$ cat src/design/m6502_bus_pkg.sv
// Memory bus widths, reset vector and bus sequencer states
package m6502_bus_pkg;

   localparam int ADDR_W = 16;
   localparam int DATA_W = 8;

   localparam logic [ADDR_W-1:0] RESET_VECTOR = 16'hFFFC;

   typedef enum logic [3:0] {
      RESET_LO,     // Vector low byte
      RESET_HI,
      FETCH,
      DECODE,       // Decoder outputs become valid
      OPERAND_LO,
      OPERAND_HI,
      MEM_READ,
      EXECUTE,
      STORE
   } bus_state_t;

endpackage

$ cat src/design/m6502_isa_pkg.sv
// 6502 subset instruction set: operations, addressing modes, ALU functions
// and register selects, plus the opcode field layout
package m6502_isa_pkg;

   // Opcode layout is aaabbbcc
   localparam int OPC_AAA_LSB = 5;
   localparam int OPC_BBB_LSB = 2;
   localparam int OPC_CC_LSB  = 0;

   typedef enum logic [5:0] {
      OP_ADC, OP_AND, OP_ASL,
      OP_BCC, OP_BCS, OP_BEQ, OP_BMI,
      OP_BNE, OP_BPL, OP_BVC, OP_BVS,
      OP_CLC, OP_CLV, OP_CMP, OP_CPX, OP_CPY,
      OP_DEX, OP_DEY, OP_EOR, OP_INX, OP_INY,
      OP_JMP, OP_LDA, OP_LDX, OP_LDY, OP_LSR,
      OP_ORA, OP_ROL, OP_ROR, OP_SBC, OP_SEC,
      OP_STA, OP_STX, OP_STY,
      OP_TAX, OP_TAY, OP_TXA, OP_TYA,
      OP_NOP
   } op_t;

   typedef enum logic [2:0] {
      AM_IMPLIED,
      AM_ACCUM,
      AM_IMM,      // Also the relative offset of branches
      AM_ZP,
      AM_ABS
   } amode_t;

   typedef enum logic [3:0] {
      ALU_PASS, ALU_ADC, ALU_AND, ALU_OR, ALU_EOR,
      ALU_CMP, ALU_INC, ALU_DEC,
      ALU_ASL, ALU_LSR, ALU_ROL, ALU_ROR,
      ALU_CLC, ALU_SEC, ALU_CLV
   } alu_op_t;

   typedef enum logic [1:0] {
      DEST_NONE,
      DEST_A,
      DEST_X,
      DEST_Y
   } dest_t;

   typedef enum logic [1:0] {
      SRC_A,
      SRC_X,
      SRC_Y
   } src_t;

endpackage

$ cat src/design/m6502_alu.sv
// 8-bit ALU for add, logic, compare, step and shift operations
// with the N, V, Z and C flag registers
module m6502_alu
   import m6502_isa_pkg::*;
   import m6502_bus_pkg::*;
(
   input  logic              clk,
   input  logic              reset_n,
   input  logic              alu_en_i,
   input  alu_op_t           alu_op_i,
   input  logic [DATA_W-1:0] op_a_i,
   input  logic [DATA_W-1:0] op_b_i,
   input  logic              sub_i,
   output logic [DATA_W-1:0] result_o,
   output logic              flag_n_o,
   output logic              flag_v_o,
   output logic              flag_z_o,
   output logic              flag_c_o
);

   localparam int MSB = DATA_W - 1;

   logic [DATA_W-1:0] b_eff;
   logic [DATA_W:0]   sum;
   logic [DATA_W:0]   diff;
   logic              carry;
   logic              ovf;

   assign b_eff = sub_i ? ~op_b_i : op_b_i;  // SBC is ADC of the inverted operand
   assign sum   = {1'b0, op_a_i} + {1'b0, b_eff} + {{DATA_W{1'b0}}, flag_c_o};
   assign diff  = {1'b0, op_a_i} + {1'b0, ~op_b_i} + {{DATA_W{1'b0}}, 1'b1};

   always_comb
   begin
      result_o = op_a_i;
      carry    = flag_c_o;
      ovf      = flag_v_o;
      case (alu_op_i)
         ALU_ADC:
         begin
            result_o = sum[MSB:0];
            carry    = sum[DATA_W];
            ovf      = (op_a_i[MSB] == b_eff[MSB]) && (sum[MSB] != op_a_i[MSB]);
         end
         ALU_AND: result_o = op_a_i & op_b_i;
         ALU_OR:  result_o = op_a_i | op_b_i;
         ALU_EOR: result_o = op_a_i ^ op_b_i;
         ALU_CMP:
         begin
            result_o = diff[MSB:0];
            carry    = diff[DATA_W];  // Set when no borrow
         end
         ALU_INC: result_o = op_a_i + DATA_W'(1);
         ALU_DEC: result_o = op_a_i - DATA_W'(1);
         ALU_ASL:
         begin
            result_o = {op_a_i[MSB-1:0], 1'b0};
            carry    = op_a_i[MSB];
         end
         ALU_LSR:
         begin
            result_o = {1'b0, op_a_i[MSB:1]};
            carry    = op_a_i[0];
         end
         ALU_ROL:
         begin
            result_o = {op_a_i[MSB-1:0], flag_c_o};
            carry    = op_a_i[MSB];
         end
         ALU_ROR:
         begin
            result_o = {flag_c_o, op_a_i[MSB:1]};
            carry    = op_a_i[0];
         end
         ALU_CLC: carry = 1'b0;
         ALU_SEC: carry = 1'b1;
         ALU_CLV: ovf = 1'b0;
         default: result_o = op_a_i;
      endcase
   end

   always_ff @(posedge clk)
   begin
      if (!reset_n)
      begin
         flag_n_o <= 1'b0;
         flag_v_o <= 1'b0;
         flag_z_o <= 1'b0;
         flag_c_o <= 1'b0;
      end
      else if (alu_en_i)
      begin
         flag_c_o <= carry;
         flag_v_o <= ovf;
         if (!(alu_op_i inside {ALU_CLC, ALU_SEC, ALU_CLV}))  // Flag ops leave N and Z
         begin
            flag_n_o <= result_o[MSB];
            flag_z_o <= result_o == '0;
         end
      end
   end

endmodule

$ cat src/design/m6502_bus_seq.sv
// Bus sequencer: reset vector load, opcode fetch, operand and data reads,
// stores, program counter, JMP and relative branches
module m6502_bus_seq
   import m6502_isa_pkg::*;
   import m6502_bus_pkg::*;
(
   input  logic              clk,
   input  logic              reset_n,
   input  logic [DATA_W-1:0] rd_data_i,
   input  logic              ready_i,
   input  op_t               op_i,
   input  amode_t            amode_i,
   input  logic              flag_n_i,
   input  logic              flag_v_i,
   input  logic              flag_z_i,
   input  logic              flag_c_i,
   output logic [ADDR_W-1:0] addr_o,
   output logic              rd_req_o,
   output logic              wr_en_o,
   output logic [DATA_W-1:0] opcode_o,
   output logic              opcode_valid_o,
   output logic [DATA_W-1:0] operand_o,
   output logic              alu_en_o,
   output logic              wb_en_o
);

   bus_state_t        state;
   logic              started;   // Low for one cycle after reset
   logic              issued;    // Waiting for ready_i
   logic [ADDR_W-1:0] pc;
   logic [ADDR_W-1:0] ea;
   logic [2:0]        br_aaa;
   logic              rd_state;
   logic              rd_done;
   logic              is_branch;
   logic              is_store;
   logic              taken;

   assign rd_state = state inside {RESET_LO, RESET_HI, FETCH, OPERAND_LO, OPERAND_HI, MEM_READ};
   assign rd_req_o = started && rd_state && !issued;
   assign rd_done  = started && rd_state && ready_i;
   assign wr_en_o  = state == STORE;

   assign opcode_o       = rd_data_i;
   assign opcode_valid_o = (state == FETCH) && rd_done;

   assign is_branch = op_i inside {OP_BPL, OP_BMI, OP_BVC, OP_BVS, OP_BCC, OP_BCS, OP_BNE, OP_BEQ};
   assign is_store  = op_i inside {OP_STA, OP_STX, OP_STY};
   assign alu_en_o  = (state == EXECUTE) && !is_branch && (op_i != OP_NOP);
   assign wb_en_o   = alu_en_o &&
                      !(op_i inside {OP_CMP, OP_CPX, OP_CPY, OP_CLC, OP_SEC, OP_CLV});

   // aaa[2:1] picks N, V, C or Z and aaa[0] is the value that branches
   always_comb
   begin
      case (br_aaa[2:1])
         2'b00:   taken = flag_n_i == br_aaa[0];
         2'b01:   taken = flag_v_i == br_aaa[0];
         2'b10:   taken = flag_c_i == br_aaa[0];
         default: taken = flag_z_i == br_aaa[0];
      endcase
   end

   always_comb
   begin
      case (state)
         RESET_LO:        addr_o = RESET_VECTOR;
         RESET_HI:        addr_o = RESET_VECTOR + ADDR_W'(1);
         MEM_READ, STORE: addr_o = ea;
         default:         addr_o = pc;
      endcase
   end

   always_ff @(posedge clk)
   begin
      if (!reset_n)
      begin
         state   <= RESET_LO;
         started <= 1'b0;
         issued  <= 1'b0;
      end
      else
      begin
         started <= 1'b1;
         if (rd_done)
            issued <= 1'b0;
         else if (rd_req_o)
            issued <= 1'b1;
         case (state)
            RESET_LO:
               if (rd_done)
               begin
                  ea[DATA_W-1:0] <= rd_data_i;
                  state          <= RESET_HI;
               end
            RESET_HI:
               if (rd_done)
               begin
                  pc    <= {rd_data_i, ea[DATA_W-1:0]};  // Vector, low byte first
                  state <= FETCH;
               end
            FETCH:
               if (rd_done)
               begin
                  br_aaa <= rd_data_i[OPC_AAA_LSB +: 3];
                  pc     <= pc + ADDR_W'(1);
                  state  <= DECODE;
               end
            DECODE:
               state <= (amode_i inside {AM_IMPLIED, AM_ACCUM}) ? EXECUTE : OPERAND_LO;
            OPERAND_LO:
               if (rd_done)
               begin
                  operand_o <= rd_data_i;
                  ea        <= {{(ADDR_W - DATA_W){1'b0}}, rd_data_i};
                  pc        <= pc + ADDR_W'(1);
                  if (amode_i == AM_ABS)
                     state <= OPERAND_HI;
                  else if (amode_i == AM_IMM)
                     state <= EXECUTE;
                  else
                     state <= is_store ? STORE : MEM_READ;
               end
            OPERAND_HI:
               if (rd_done)
               begin
                  ea[ADDR_W-1:DATA_W] <= rd_data_i;
                  if (op_i == OP_JMP)
                  begin
                     pc    <= {rd_data_i, ea[DATA_W-1:0]};
                     state <= FETCH;
                  end
                  else
                  begin
                     pc    <= pc + ADDR_W'(1);
                     state <= is_store ? STORE : MEM_READ;
                  end
               end
            MEM_READ:
               if (rd_done)
               begin
                  operand_o <= rd_data_i;
                  state     <= EXECUTE;
               end
            EXECUTE:
            begin
               if (is_branch && taken)  // PC already points past the offset
                  pc <= pc + {{(ADDR_W - DATA_W){operand_o[DATA_W-1]}}, operand_o};
               state <= FETCH;
            end
            default: state <= FETCH;
         endcase
      end
   end

   no_rd_and_wr: assert property (@(posedge clk) disable iff (!reset_n)
      !(rd_req_o && wr_en_o));

   addr_held_in_wait: assert property (@(posedge clk) disable iff (!reset_n)
      (rd_req_o || issued) && !ready_i |=> $stable(addr_o));

endmodule

$ cat src/design/m6502_cpu.sv
// 6502 subset CPU top level with sequencer, decoder, ALU and register file
module m6502_cpu
   import m6502_isa_pkg::*;
   import m6502_bus_pkg::*;
(
   input  logic              clk,
   input  logic              reset_n,
   output logic [ADDR_W-1:0] addr_o,
   output logic              rd_req_o,
   input  logic [DATA_W-1:0] rd_data_i,
   input  logic              ready_i,
   output logic [DATA_W-1:0] wr_data_o,
   output logic              wr_en_o
);

   logic [DATA_W-1:0] opcode;
   logic              opcode_valid;
   logic [DATA_W-1:0] operand;
   logic              alu_en;
   logic              wb_en;
   op_t               op;
   amode_t            amode;
   alu_op_t           alu_op;
   dest_t             dest;
   src_t              src;
   logic [DATA_W-1:0] alu_a;
   logic [DATA_W-1:0] result;
   logic              flag_n;
   logic              flag_v;
   logic              flag_z;
   logic              flag_c;

   m6502_bus_seq m6502_bus_seq_i (
      .clk            (clk),
      .reset_n        (reset_n),
      .rd_data_i      (rd_data_i),
      .ready_i        (ready_i),
      .op_i           (op),
      .amode_i        (amode),
      .flag_n_i       (flag_n),
      .flag_v_i       (flag_v),
      .flag_z_i       (flag_z),
      .flag_c_i       (flag_c),
      .addr_o         (addr_o),
      .rd_req_o       (rd_req_o),
      .wr_en_o        (wr_en_o),
      .opcode_o       (opcode),
      .opcode_valid_o (opcode_valid),
      .operand_o      (operand),
      .alu_en_o       (alu_en),
      .wb_en_o        (wb_en)
   );

   m6502_decode m6502_decode_i (
      .clk            (clk),
      .reset_n        (reset_n),
      .opcode_i       (opcode),
      .opcode_valid_i (opcode_valid),
      .op_o           (op),
      .amode_o        (amode),
      .alu_op_o       (alu_op),
      .dest_o         (dest),
      .src_o          (src)
   );

   m6502_alu m6502_alu_i (
      .clk      (clk),
      .reset_n  (reset_n),
      .alu_en_i (alu_en),
      .alu_op_i (alu_op),
      .op_a_i   (alu_a),
      .op_b_i   (operand),
      .sub_i    (op == OP_SBC),
      .result_o (result),
      .flag_n_o (flag_n),
      .flag_v_o (flag_v),
      .flag_z_o (flag_z),
      .flag_c_o (flag_c)
   );

   m6502_regfile m6502_regfile_i (
      .clk          (clk),
      .reset_n      (reset_n),
      .wb_en_i      (wb_en),
      .dest_i       (dest),
      .src_i        (src),
      .op_i         (op),
      .result_i     (result),
      .operand_i    (operand),
      .alu_a_o      (alu_a),
      .store_data_o (wr_data_o)
   );

endmodule

$ cat src/design/m6502_decode.sv
// Opcode decoder: operation, addressing mode, ALU function and register
// selects, registered on the opcode strobe
module m6502_decode
   import m6502_isa_pkg::*;
   import m6502_bus_pkg::*;
(
   input  logic              clk,
   input  logic              reset_n,
   input  logic [DATA_W-1:0] opcode_i,
   input  logic              opcode_valid_i,
   output op_t               op_o,
   output amode_t            amode_o,
   output alu_op_t           alu_op_o,
   output dest_t             dest_o,
   output src_t              src_o
);

   logic [2:0] aaa;
   logic [2:0] bbb;
   logic [1:0] cc;
   amode_t     mem_mode;
   op_t        op_n;
   amode_t     amode_n;
   alu_op_t    alu_op_n;
   dest_t      dest_n;
   src_t       src_n;

   assign aaa = opcode_i[OPC_AAA_LSB +: 3];
   assign bbb = opcode_i[OPC_BBB_LSB +: 3];
   assign cc  = opcode_i[OPC_CC_LSB +: 2];

   assign mem_mode = (bbb == 3'd0) ? AM_IMM : (bbb == 3'd1) ? AM_ZP : AM_ABS;  // cc 00 and 10

   always_comb
   begin
      op_n    = OP_NOP;
      amode_n = AM_IMPLIED;
      case (cc)  // Group first
         2'b01:
            if (bbb inside {3'd1, 3'd2, 3'd3})
            begin
               amode_n = (bbb == 3'd2) ? AM_IMM : (bbb == 3'd1) ? AM_ZP : AM_ABS;
               case (aaa)
                  3'd0:    op_n = OP_ORA;
                  3'd1:    op_n = OP_AND;
                  3'd2:    op_n = OP_EOR;
                  3'd3:    op_n = OP_ADC;
                  3'd4:    op_n = (bbb == 3'd2) ? OP_NOP : OP_STA;
                  3'd5:    op_n = OP_LDA;
                  3'd6:    op_n = OP_CMP;
                  default: op_n = OP_SBC;
               endcase
            end
         2'b10:
            if (bbb == 3'd2)
            begin
               amode_n = aaa[2] ? AM_IMPLIED : AM_ACCUM;
               case (aaa)
                  3'd0:    op_n = OP_ASL;
                  3'd1:    op_n = OP_ROL;
                  3'd2:    op_n = OP_LSR;
                  3'd3:    op_n = OP_ROR;
                  3'd4:    op_n = OP_TXA;
                  3'd5:    op_n = OP_TAX;
                  3'd6:    op_n = OP_DEX;
                  default: op_n = OP_NOP;
               endcase
            end
            else if (aaa == 3'd4 && bbb inside {3'd1, 3'd3})
            begin
               op_n    = OP_STX;
               amode_n = mem_mode;
            end
            else if (aaa == 3'd5 && bbb inside {3'd0, 3'd1, 3'd3})
            begin
               op_n    = OP_LDX;
               amode_n = mem_mode;
            end
         2'b00:
            if (bbb == 3'd4)
            begin
               amode_n = AM_IMM;
               case (aaa)
                  3'd0:    op_n = OP_BPL;
                  3'd1:    op_n = OP_BMI;
                  3'd2:    op_n = OP_BVC;
                  3'd3:    op_n = OP_BVS;
                  3'd4:    op_n = OP_BCC;
                  3'd5:    op_n = OP_BCS;
                  3'd6:    op_n = OP_BNE;
                  default: op_n = OP_BEQ;
               endcase
            end
            else if (bbb == 3'd6)
            begin
               case (aaa)
                  3'd0:    op_n = OP_CLC;
                  3'd1:    op_n = OP_SEC;
                  3'd4:    op_n = OP_TYA;
                  3'd5:    op_n = OP_CLV;
                  default: op_n = OP_NOP;
               endcase
            end
            else if (bbb == 3'd2)
            begin
               case (aaa)
                  3'd4:    op_n = OP_DEY;
                  3'd5:    op_n = OP_TAY;
                  3'd6:    op_n = OP_INY;
                  3'd7:    op_n = OP_INX;
                  default: op_n = OP_NOP;
               endcase
            end
            else if (bbb inside {3'd0, 3'd1, 3'd3})
            begin
               amode_n = mem_mode;
               case (aaa)
                  3'd2:    op_n = (bbb == 3'd3) ? OP_JMP : OP_NOP;
                  3'd4:    op_n = (bbb == 3'd0) ? OP_NOP : OP_STY;
                  3'd5:    op_n = OP_LDY;
                  3'd6:    op_n = OP_CPY;
                  3'd7:    op_n = OP_CPX;
                  default: op_n = OP_NOP;
               endcase
            end
         default: op_n = OP_NOP;
      endcase
      if (op_n == OP_NOP)
         amode_n = AM_IMPLIED;
   end

   always_comb
   begin
      case (op_n)
         OP_ADC, OP_SBC:         alu_op_n = ALU_ADC;
         OP_AND:                 alu_op_n = ALU_AND;
         OP_ORA:                 alu_op_n = ALU_OR;
         OP_EOR:                 alu_op_n = ALU_EOR;
         OP_CMP, OP_CPX, OP_CPY: alu_op_n = ALU_CMP;
         OP_INX, OP_INY:         alu_op_n = ALU_INC;
         OP_DEX, OP_DEY:         alu_op_n = ALU_DEC;
         OP_ASL:                 alu_op_n = ALU_ASL;
         OP_LSR:                 alu_op_n = ALU_LSR;
         OP_ROL:                 alu_op_n = ALU_ROL;
         OP_ROR:                 alu_op_n = ALU_ROR;
         OP_CLC:                 alu_op_n = ALU_CLC;
         OP_SEC:                 alu_op_n = ALU_SEC;
         OP_CLV:                 alu_op_n = ALU_CLV;
         default:                alu_op_n = ALU_PASS;
      endcase
      case (op_n)
         OP_LDA, OP_TXA, OP_TYA, OP_ADC, OP_SBC, OP_AND, OP_ORA, OP_EOR,
         OP_ASL, OP_LSR, OP_ROL, OP_ROR: dest_n = DEST_A;
         OP_LDX, OP_TAX, OP_INX, OP_DEX: dest_n = DEST_X;
         OP_LDY, OP_TAY, OP_INY, OP_DEY: dest_n = DEST_Y;
         default:                        dest_n = DEST_NONE;
      endcase
      case (op_n)
         OP_STX, OP_CPX, OP_INX, OP_DEX, OP_TXA: src_n = SRC_X;
         OP_STY, OP_CPY, OP_INY, OP_DEY, OP_TYA: src_n = SRC_Y;
         default:                                src_n = SRC_A;
      endcase
   end

   always_ff @(posedge clk)
   begin
      if (!reset_n)
      begin
         op_o     <= OP_NOP;
         amode_o  <= AM_IMPLIED;
         alu_op_o <= ALU_PASS;
         dest_o   <= DEST_NONE;
         src_o    <= SRC_A;
      end
      else if (opcode_valid_i)
      begin
         op_o     <= op_n;
         amode_o  <= amode_n;
         alu_op_o <= alu_op_n;
         dest_o   <= dest_n;
         src_o    <= src_n;
      end
   end

   accum_is_shift: assert property (@(posedge clk) disable iff (!reset_n)
      amode_o == AM_ACCUM |-> alu_op_o inside {ALU_ASL, ALU_LSR, ALU_ROL, ALU_ROR});

endmodule

$ cat src/design/m6502_regfile.sv
// A, X and Y registers with writeback, ALU operand and store data selection
module m6502_regfile
   import m6502_isa_pkg::*;
   import m6502_bus_pkg::*;
(
   input  logic              clk,
   input  logic              reset_n,
   input  logic              wb_en_i,
   input  dest_t             dest_i,
   input  src_t              src_i,
   input  op_t               op_i,
   input  logic [DATA_W-1:0] result_i,
   input  logic [DATA_W-1:0] operand_i,
   output logic [DATA_W-1:0] alu_a_o,
   output logic [DATA_W-1:0] store_data_o
);

   logic [DATA_W-1:0] reg_a;
   logic [DATA_W-1:0] reg_x;
   logic [DATA_W-1:0] reg_y;
   logic [DATA_W-1:0] src_val;

   always_comb
   begin
      case (src_i)
         SRC_X:   src_val = reg_x;
         SRC_Y:   src_val = reg_y;
         default: src_val = reg_a;
      endcase
   end

   // Loads go through the ALU so N and Z follow the loaded byte
   assign alu_a_o      = (op_i inside {OP_LDA, OP_LDX, OP_LDY}) ? operand_i : src_val;
   assign store_data_o = src_val;

   always_ff @(posedge clk)
   begin
      if (!reset_n)
      begin
         reg_a <= '0;
         reg_x <= '0;
         reg_y <= '0;
      end
      else if (wb_en_i)
      begin
         case (dest_i)
            DEST_A:  reg_a <= result_i;
            DEST_X:  reg_x <= result_i;
            DEST_Y:  reg_y <= result_i;
            default: reg_a <= reg_a;
         endcase
      end
   end

endmodule

$ cat config.mk
export PLATFORM = sky130hd
export DESIGN_NAME = m6502_cpu
export DESIGN_NICKNAME = d
export VERILOG_FILES = /design/src/design/m6502_bus_pkg.sv /design/src/design/m6502_isa_pkg.sv /design/src/design/m6502_alu.sv /design/src/design/m6502_bus_seq.sv /design/src/design/m6502_cpu.sv /design/src/design/m6502_decode.sv /design/src/design/m6502_regfile.sv
export SDC_FILE = /design/constraint.sdc
export NUM_CORES = 1
export LEC_CHECK = 0
export BUFFER_PORTS_ARGS = -buffer_cell sky130_fd_sc_hd__buf_2
export CORE_ASPECT_RATIO = 0.75
export CORE_UTILIZATION = 65
export CTS_CLUSTER_DIAMETER = 60
export CTS_CLUSTER_SIZE = 30
export DETAILED_ROUTE_END_ITERATION = 8
export HOLD_SLACK_MARGIN = 0.15
export PLACE_DENSITY = 0.83
export RECOVER_POWER = 25
export SYNTH_ARGS = -nofsm -noshare
export SYNTH_HDL_FRONTEND = slang
export SYNTH_HIERARCHICAL = 1
export SYNTH_SLANG_ARGS = --single-unit
$ cat constraint.sdc
create_clock -name clk -period 8.15 [get_ports clk]
set_input_delay 1.63 -clock clk [delete_from_list [all_inputs] [get_ports clk]]
set_output_delay 1.63 -clock clk [all_outputs]
set_load 0.01 [all_outputs]
## Word level (Yosys, flattened, before mapping)

Memory sizes are Yosys's and may differ from the RTL's. A register that Yosys moved wholly into a read port is not among the register bits.
Index checks and enable logic that the tools add are counted.

- Register bits after elaboration: 92
- Memory bits (read-only): 256
- Bits of input ports: 11
- Output and inout port bits: 26
- Word-level logic and storage cells: 251
- Memories: 2

- Add/sub/neg operators: 8
- Equality and inequality tests: 94
- Muxes and demuxes: 65
- Bitwise operators: 6
- Reduce and logical (&&, ||, !) cells: 57

Memories:

| memory | words | width | rd ports | clocked after Yosys merged registers in | write ports | line | source |
|---|---|---|---|---|---|---|---|
| (no name shown) | 32 | 4 | 1 | 0 | 0 | m6502_decode.sv:134 | `case (op_n)` |
| (no name shown) | 64 | 2 | 1 | 1 | 0 | m6502_decode.sv:151 | `case (op_n)` |

Operators with widths:

| operator | number |
|---|---|
| 16-bit 2-to-1 mux | 6 |
| 8-bit case mux with 11 select lines | 1 |
| 6-bit case mux with 7 select lines | 2 |
| 6-bit by 5-bit equality test with 1-bit output, second input constant | 11 |
| 16-bit case mux with 4 select lines | 1 |
| 6-bit by 4-bit equality test with 1-bit output, second input constant | 10 |
| 6-bit 2-to-1 mux | 10 |
| 4-bit case mux with 7 select lines | 2 |
| 16-bit case mux with 3 select lines | 1 |
| 6-bit case mux with 4 select lines | 2 |
| 8-bit case mux with 2 select lines | 3 |
| 4-bit 2-to-1 mux | 11 |
| 6-bit equality test, second input constant | 7 |
| 3-bit 2-to-1 mux | 13 |
| 4-bit by 3-bit equality test with 1-bit output, second input constant | 8 |
| 4-bit equality test, second input constant | 8 |
| 6-bit case mux with 5 select lines | 1 |
| 6-bit by 3-bit equality test with 1-bit output, second input constant | 4 |
| 8-bit 2-to-1 mux | 3 |
| 3-bit equality test, second input constant | 7 |
| 8-bit by 8-bit adder with 9-bit output | 2 |
| 6-bit case mux with 3 select lines | 1 |
| 6-bit nonzero test | 3 |
| 16-bit by 1-bit adder with 16-bit output, second input constant | 1 |
| 45 further kinds | 112 |

## Longest topological paths before layout

Gate-level depths: netlist of the first run.

- Depth after elaboration: 11
- Gate-level depth with buffers: 20
- Gate-level depth less buffers: 18

## By module

Netlist of the first run, hierarchy kept.

Modules (own cells, without submodules):

| module | instances | cells each | area an instance (um^2) | seq. area each (um^2) |
|---|---|---|---|---|
| m6502_bus_seq | 1 | 382 | 3533.4 | 1411.4 |
| m6502_alu | 1 | 306 | 2149.6 | 80.1 |
| m6502_decode | 1 | 259 | 1925.6 | 340.3 |
| m6502_regfile | 1 | 122 | 1242.4 | 480.5 |
| m6502_cpu | 1 | 2 | 21.3 | 0.0 |

## Worst setup path after synthesis of the first run

No wires, ideal clock.

- Kind: input to register
- Start point: in ready_i
- End point: reg m6502_bus_seq_i.pc[0], enable pin
- Data arrival time: 4.766 ns
- Slack: 2.906 ns
- Stages: 4
- Path buffers: 0
- Cells stage by stage: nand4_1 -> nor3_1 -> a21oi_1 -> a2111oi_0

- Longest elaborated chain between the ends: 3
- Elaborated cells on any way between the ends: 5
- Those cells by class: 3 x eq/ne; 2 x reduce/logical

RTL lines:

| what | line | source |
|---|---|---|
| from (decl) | m6502_cpu.sv:11 | `input logic ready_i,` |
| 1-bit logical AND (*) | m6502_bus_seq.sv:41 | `assign rd_done = started && rd_state && ready_i;` |
| 2-bit by 1-bit != test with 1-bit output (no source line) | -- |  |
| 6-bit AND reduction (no source line) (*) | -- |  |
| to (signal assigned) | m6502_bus_seq.sv:99 | `pc <= {rd_data_i, ea[DATA_W-1:0]};` |
| to (signal assigned) | m6502_bus_seq.sv:106 | `pc <= pc + ADDR_W'(1);` |
| to (signal assigned) | m6502_bus_seq.sv:116 | `pc <= pc + ADDR_W'(1);` |
| to (decl) | m6502_bus_seq.sv:30 | `logic [ADDR_W-1:0] pc;` |

Mark *: on every way between the ends. The rest lies on a longest branch, timed or not.
A chain may end at the register's enable or synchronous reset.

## Worst setup path after layout of the first run

- Start point: in rd_data_i[5]
- End point: reg m6502_decode_i.src_o[0]

- Longest elaborated chain between the ends: 10
- Elaborated cells on any way between the ends: 38
- Those cells by class: 17 x eq/ne; 16 x mux; 5 x reduce/logical

RTL lines:

| what | line | source |
|---|---|---|
| from (decl) | m6502_cpu.sv:10 | `input logic [DATA_W-1:0] rd_data_i,` |
| 3-bit equality test (tied with other cells) | m6502_decode.sv:106, m6502_decode.sv:117 |  |
| 6-bit case mux with 5 select lines | m6502_decode.sv:117 | `case (aaa)` |
| 6-bit 2-to-1 mux | m6502_decode.sv:114 | `else if (bbb inside {3'd0, 3'd1, 3'd3})` |
| 6-bit 2-to-1 mux | m6502_decode.sv:104 | `else if (bbb == 3'd2)` |
| 6-bit 2-to-1 mux | m6502_decode.sv:94 | `else if (bbb == 3'd6)` |
| 6-bit 2-to-1 mux | m6502_decode.sv:80 | `if (bbb == 3'd4)` |
| 6-bit case mux with 3 select lines (*) | m6502_decode.sv:38 | `case (cc)` |
| 6-bit equality test (tied with other cells) | m6502_decode.sv:158 | `case (op_n)` |
| 5-bit OR reduction | m6502_decode.sv:158 |  |
| 2-bit case mux with 2 select lines (*) | m6502_decode.sv:158 |  |
| to (signal assigned) | m6502_decode.sv:181 | `src_o <= src_n;` |
| to (decl) | m6502_decode.sv:15 | `output src_t src_o` |

Marks and branches as above.

==> results of run 1 <==
==> cell usage after synthesis (all sizes together), types with 7 or more instances <==
library cell,count
nand2b,22
a211oi,12
a21oi,58
a22oi,15
nor2,60
xnor2,25
nor2b,41
mux2i,34
mux2,9
nand4,7
nand3,38
o21ai,74
o31ai,9
o211ai,12
nor3,17
o221ai,14
a21o,8
ha,59
edfxtp,43
buf,42
and3,9
xor2,30
nand2,110
nor3b,7
clkbuf,28
a31oi,16
inv,51
o21a,10
and2,16
a21boi,9
dfxtp,51
==> routing by layer <==
metal,up-vias,global-route usage [%],part of all wire [%]
met2,434,52.28,43
met1,3838,48.93,46
met3,39,6.287,9.8
met4,0,9.637,1.7
li1,3920,-,-
met5,-,0,0
==> final cells by class <==
type	count	area, sq um
fillers	1062	3886
repair buffers	42	214.0
flip-flops and latches	94	2312
clock inverters	7	86.33
inverters	52	195.2
well taps	171	214.0
multi-input cells	855	6020
clock buffers	9	225.2
==> power by group through the flow <==
stage	registers [W]	clock network, W	logic [W]
floorplan	0.000510	0	0.000100
global placement	0.000513	0	0.000123
detailed placement	0.000513	0	0.000124
CTS	0.000503	0.000450	0.000124
global route	0.000504	0.000467	0.000138
finish	0.000503	0.000440	0.000128
==> registers in the layout, indices dropped and copies added (netlist names) <==
name and cells:
m6502_alu_i/flag_z_o 1, m6502_alu_i/flag_n_o 1, m6502_decode_i/dest_o 2, m6502_bus_seq_i/state 4, m6502_regfile_i/reg_y 8, m6502_decode_i/amode_o 3, m6502_regfile_i/reg_a 8, m6502_bus_seq_i/issued 1
m6502_decode_i/src_o 2, m6502_bus_seq_i/ea 16, m6502_bus_seq_i/operand_o 8, m6502_alu_i/flag_v_o 1, m6502_bus_seq_i/pc 16, m6502_decode_i/alu_op_o 4, m6502_bus_seq_i/started 1, m6502_decode_i/op_o 6
m6502_alu_i/flag_c_o 1, m6502_bus_seq_i/br_aaa 3, m6502_regfile_i/reg_x 8
==> cell families after synthesis <==
family / Yosys count / share of synthesized area [%]
flops: 94 / 26.06
xor+xnor: 55 / 5.429
fa+ha+maj: 63 / 9.223
buf+inv: 122 / 6.163
simple gates: 374 / 22.49
mux: 44 / 5.274
compound gates: 319 / 25.36
==> critical path, cell delays in order <==
cell and delay [ns]:
clkbuf_1 0.88, clkinv_1 0.61, ha_1 0.39, a21oi_1 0.10, o21ai_0 0.11, a222oi_1 1.06, o21bai_1 0.32, nor2_1 0.11
o21ai_0 0.20, a31oi_1 0.10
==> through the flow <==
stage               area [sq um]  cells  hold WS [ns]  total power [W]
floorplan                   8872   1071        0.4301        0.0006103
global placement            8971   1214        0.4546        0.0006363
detailed placement          8971   1214        0.4654        0.0006372
CTS                         9283   1230        0.4771         0.001077
global route                9266   1230        0.5060         0.001109
finish                      9266   1230        0.4778         0.001071
==> layout by cell type (no fill, tap or decap), drive strengths merged, types with 6 or more instances in the layout <==
| master | count |
|---|---|
| edfxtp | 43 |
| a21boi | 9 |
| dfxtp | 51 |
| nand3b | 6 |
| o221ai | 14 |
| nor4 | 6 |
| o21a | 10 |
| o211ai | 12 |
| ha | 59 |
| a31oi | 16 |
| o21bai | 6 |
| nor3b | 7 |
| mux2i | 34 |
| inv | 55 |
| nand2b | 22 |
| a221oi | 6 |
| o22ai | 6 |
| a22oi | 15 |
| nor2b | 41 |
| clkbuf | 18 |
| o21ai | 74 |
| mux2 | 9 |
| xnor2 | 25 |
| nand3 | 38 |
| a21o | 8 |
| nor2 | 60 |
| a211oi | 12 |
| nor3 | 17 |
| o31ai | 9 |
| buf | 33 |
| and3 | 9 |
| nand2 | 110 |
| a21oi | 58 |
| nand4 | 7 |
| and2 | 16 |
| xor2 | 30 |
==> worst paths after layout <==
path | from | end | slack [ns] | cells after the start
setup reg to reg | m6502_decode_i/src_o[0] | m6502_alu_i/flag_z_o | 3.53 | 15
hold / removal | m6502_alu_i/flag_v_o | m6502_alu_i/flag_v_o | 0.48 | 2
setup / recovery | rd_data_i[5] | m6502_decode_i/src_o[0] | 2.85 | 10
hold reg to reg | m6502_alu_i/flag_v_o | m6502_alu_i/flag_v_o | 0.48 | 2
==> out/metrics.cfg, run 1 <==
[sta]
worstMarginPinSlew_ns=2.012
fmax_mhz=188.8
fin_crit_ns=5.297
setup-tns-final_ns=0
drv_slew=53
timing.final.crit_share_pct=65.00
layout_setup_ws_ns=2.853
skew_ns=0.01394
finalSetupViolCount=0
slew_headroom_pct=-34.10
rsz0062_at_grt=no
hold_violations=0

[placement]
gp_congestion=0.9521
io_buffer_count=36
hpwl_microns=16610
place_ws_ns=3.328

[grt]
grt_pass1_wl_microns=37330
grt_max_degree=53
gr-usage-all-layers_pct=34.02
grt-ovfl-total=0
grt_pass1_vias=7215
antenna_found_initial=0

[detailed_routing]
finalWirelength_microns=23530
ant_nets=0
first_pass_iters=6
drt-initial-drc-count=775
vias=8231
vias_per_cell=6.692
drc=0
wire_per_inst_microns=19.13

[layout]
fin_util_pct=70.45
fin_nets=1128
drive_above_1_share_pct=8.687
area_growth_pct=4.442
n_antenna_cell=0

[power_and_ir_drop]
power_frac_comb_pct=11.9
p_leak_nw=3.539
share_seq_of_total_power_pct=47.0
cell_internal_pwr_w=0.0007857
power.density_nw_per_um2=115.6
switching_power_w=0.0002853
ir_drop_mv=0.1509
pwr-share-clk_pct=41.1
p_sw_share_pct=26.64

[floorplanning]
core_area_sq_um=13150
rows=36
die_area_sq_um=14130
fp.dieW_microns=136.9
initial_utilization_pct=67.46
ios=37
die_h_microns=103.2

[hold_path]
hp-class=flip-flop to flip-flop

[clocking]
cts_setup_buffers=0
clock-root-buffer=clkbuf_16
tritoncts=yes
clk_pin_slew_ns=0.08
cts_resized=0
hold_buffers=0
cts_buffer_depth=2
htree_levels=3
numCtsBuffers=9
insertion_delay_ns=0.35
cts.sinks=94

[run_status]
violations=capacitance limit, slew limit
status=complete, but fails checks

[yosys]
synth-seq-cells=94
syn-instance-count=1071
synthFlopType=dfxtp_1
synthArstFlopShare_pct=0
syn_avg_cell_area_sq_um=8.284
ys_top_cells_by_area=edfxtp_1, dfxtp_1, ha_1
syn-num-nets=1145
synth_edf_count=43
synth_area_sq_um=8872
synth_top_area_cell=edfxtp_1
synth_top_area_share_pct=14.55
synth_cell_types=103
ys_seq_area_share_pct=26.06
ys_warn_count=6

[setup_path]
crit_fanout=27
arrival_ns=5.52
startpoint_type=input pin
critPathCaptureType=flip-flop
criticalPathCategory=input pin to flip-flop
cp.required_ns=8.37

[run]
drv_cap=1

No activity file was read; power rests on OpenSTA's default activity.
==> run 2: changes to the inputs <==
--- a/config.mk
+++ b/config.mk
@@ -7,12 +7,12 @@
 export LEC_CHECK = 0
 export BUFFER_PORTS_ARGS = -buffer_cell sky130_fd_sc_hd__buf_2
 export CORE_ASPECT_RATIO = 0.75
-export CORE_UTILIZATION = 65
+export CORE_UTILIZATION = 64
 export CTS_CLUSTER_DIAMETER = 60
 export CTS_CLUSTER_SIZE = 30
 export DETAILED_ROUTE_END_ITERATION = 8
 export HOLD_SLACK_MARGIN = 0.15
-export PLACE_DENSITY = 0.83
+export PLACE_DENSITY = 0.82
 export RECOVER_POWER = 25
 export SYNTH_ARGS = -nofsm -noshare
 export SYNTH_HDL_FRONTEND = slang
==> constraint.sdc (replaced) <==
create_clock -name clk -period 5.2 [get_ports clk]
set_input_delay 1.04 -clock clk [delete_from_list [all_inputs] [get_ports clk]]
set_output_delay 1.04 -clock clk [all_outputs]
set_load 0.01 [all_outputs]
==> run 2 against run 1 <==
Compared with the run above:
- the flow still finishes with violations (capacitance limit, slew limit)
- cell count rose by 0.41%
- highest routed layer unchanged
- die area grew 1.5%
- largest power group unchanged
- setup slack lost 2.1 ns
==> out/metrics.cfg, run 2 (synthesized netlist as in run 1, its figures left out) <==
[run_status]
status=complete, but fails checks
violations=capacitance limit, slew limit

[detailed_routing]
vias_per_cell=6.853  ; +2.4%
wire_per_inst_microns=20.52  ; +7.3%
first_pass_iters=6  ; unchanged
drc=0  ; unchanged
drt-initial-drc-count=1303  ; +68%
ant_nets=0  ; unchanged
finalWirelength_microns=25350  ; +7.7%
vias=8463  ; +2.8%

[floorplanning]
fp.dieW_microns=138.0  ; +0.77%
die_h_microns=104.0  ; +0.76%
die_area_sq_um=14340  ; +1.5%
rows=36  ; unchanged
ios=37  ; unchanged
core_area_sq_um=13240  ; +0.69%
initial_utilization_pct=67.00  ; -0.46 points

[clocking]
numCtsBuffers=9  ; unchanged
cts.sinks=94  ; unchanged
clock-root-buffer=clkbuf_16
hold_buffers=0  ; unchanged
tritoncts=yes
htree_levels=3  ; unchanged
clk_pin_slew_ns=0.07  ; about the same
cts_resized=0  ; unchanged
cts_buffer_depth=2  ; unchanged
cts_setup_buffers=0  ; unchanged
insertion_delay_ns=0.36  ; about the same

[layout]
final_cell_mix=nand2_1, o21ai_0, nor2_1, ha_1, a21oi_1
area_growth_pct=4.499  ; about the same
fillCellCount=1071  ; +0.85%
drive_above_1_share_pct=8.929  ; +0.24 points
layout.cells.non_filler=1235  ; +0.41%
final_common_cell=nand2_1
layout_top_registers=m6502_bus_seq_i/ea (16), m6502_bus_seq_i/pc (16)
n_antenna_cell=0  ; unchanged
fin_nets=1133  ; +0.44%

[setup_path]
arrival_ns=4.73  ; -0.79 ns
crit_fanout=29  ; +7.4%
path_common_cell=a21oi_1
startpoint_type=input pin
critPathCaptureType=flip-flop
criticalPathCategory=input pin to flip-flop
cp.required_ns=5.44  ; -2.93 ns
crit_path_top_delay_cell=clkbuf_1
crit_chain=clkbuf_1, nor2_1, nor4_1, a21oi_1, o221a_2, ha_1, mux2_1, nand2_1, a21oi_1, o221a_1
cpPeakStageDelay_ns=1.06  ; about the same

[sta]
worstMarginPinSlew_ns=1.938  ; -0.07323 ns
setup-tns-final_ns=0  ; unchanged
timing.final.crit_share_pct=86.37
fmax_mhz=222.7
drv_slew=81  ; +53%
fin_crit_ns=4.491
skew_ns=0.008633  ; -0.005302 ns
finalSetupViolCount=0  ; unchanged
rsz0062_at_grt=no
hold_violations=0  ; unchanged
layout_setup_ws_ns=0.7087  ; -2.144 ns
slew_headroom_pct=-29.22  ; +4.9 points

[grt]
gr-usage-all-layers_pct=36.06  ; +2.0 points
grt_pass1_wl_microns=40340  ; +8.1%
use_met3_pct=9.747  ; +3.5 points
grt_max_degree=52  ; -1.9%
grt_busiest_layer=met1
met1_usage_pct=53.91  ; +5.0 points
grt-ovfl-total=0  ; unchanged
met2_usage_pct=49.61  ; -2.7 points
antenna_found_initial=0  ; unchanged
grt_pass1_vias=7553  ; +4.7%

[hold_path]
hp-class=flip-flop to flip-flop

[placement]
hpwl_microns=17720  ; +6.7%
gp_congestion=0.9655  ; +1.4%
io_buffer_count=36  ; unchanged
place_ws_ns=1.009  ; -2.319 ns
dp_cells=1219  ; +0.41%

[power_and_ir_drop]
power.density_nw_per_um2=178.1  ; +54%
ir_drop_mv=0.1899  ; +26%
p_leak_nw=3.556  ; +0.49%
finalPower_w=0.001651  ; +54%

[run]
drv_cap=2  ; +1

## run 2: cell count changes in the layout (fill, tap and decap cells not counted), moves of 2 or more
| cell | previous run | this run |
|---|---|---|
| buf_4 | 6 | 9 |
| clkbuf_8 | 0 | 2 |
| inv_8 | 2 | 0 |
| o21ai_0 | 65 | 61 |
| o21ai_1 | 7 | 11 |
## run 2: per-stage QoR
stage	utilization, %	hold slack (ns)	instance area (sq um)
final	70.01	0.4769	9271
after global routing	70.01	0.4936	9271
after CTS	70.18	0.4705	9294
after detailed placement	68.03	0.4627	9009
after global placement	68.03	0.4546	9009
after floorplan	-	0.4301	8872
## run 2: final timing paths
path | startpoint | to | cells after the start | slack (ns)
max | rd_data_i[3] | m6502_decode_i/alu_op_o[3] | 10 | 0.71
min | m6502_alu_i/flag_v_o | m6502_alu_i/flag_v_o | 2 | 0.48
max reg2reg | m6502_decode_i/src_o[0] | m6502_regfile_i/reg_x[7] | 15 | 0.81
min reg2reg | m6502_alu_i/flag_v_o | m6502_alu_i/flag_v_o | 2 | 0.48
## run 2: layout make-up
class / instances / area [sq um] / share of cell area (%)
clock inverter: 5 / 32.53 / 0.3509
timing repair buffer: 47 / 245.2 / 2.645
sequential: 94 / 2312 / 24.94
clock buffer: 11 / 252.7 / 2.726
inverter: 52 / 195.2 / 2.105
multi-input combinational: 855 / 6020 / 64.93
tap: 171 / 214.0 / 2.308
## run 2: power by group
| part | internal [W] | total (W) | switching, W | leakage (nW) |
|---|---|---|---|---|
| Clock | 0.000351 | 0.000658 | 0.000306 | 0.148 |
| Sequential | 0.000778 | 0.000788 | 0.00000991 | 0.785 |
| Combinational | 0.0000709 | 0.000205 | 0.000134 | 2.62 |
| Total | 0.00120 | 0.00165 | 0.000450 | 3.56 |
## run 2: metal layers
metal | up-vias | part of all wire (%)
li1 | 3929 | -
met1 | 3939 | 44
met2 | 529 | 42
met3 | 66 | 12
met4 | 0 | 2.5
met5 | - | 0
## run 2: critical path: cells and delay by family
kind | cells | cell delay, ns
simple gates | 3 | 1.14
buf+inv | 1 | 1.06
compound gates | 4 | 0.85
mux | 1 | 0.32
fa+ha+maj | 1 | 0.30
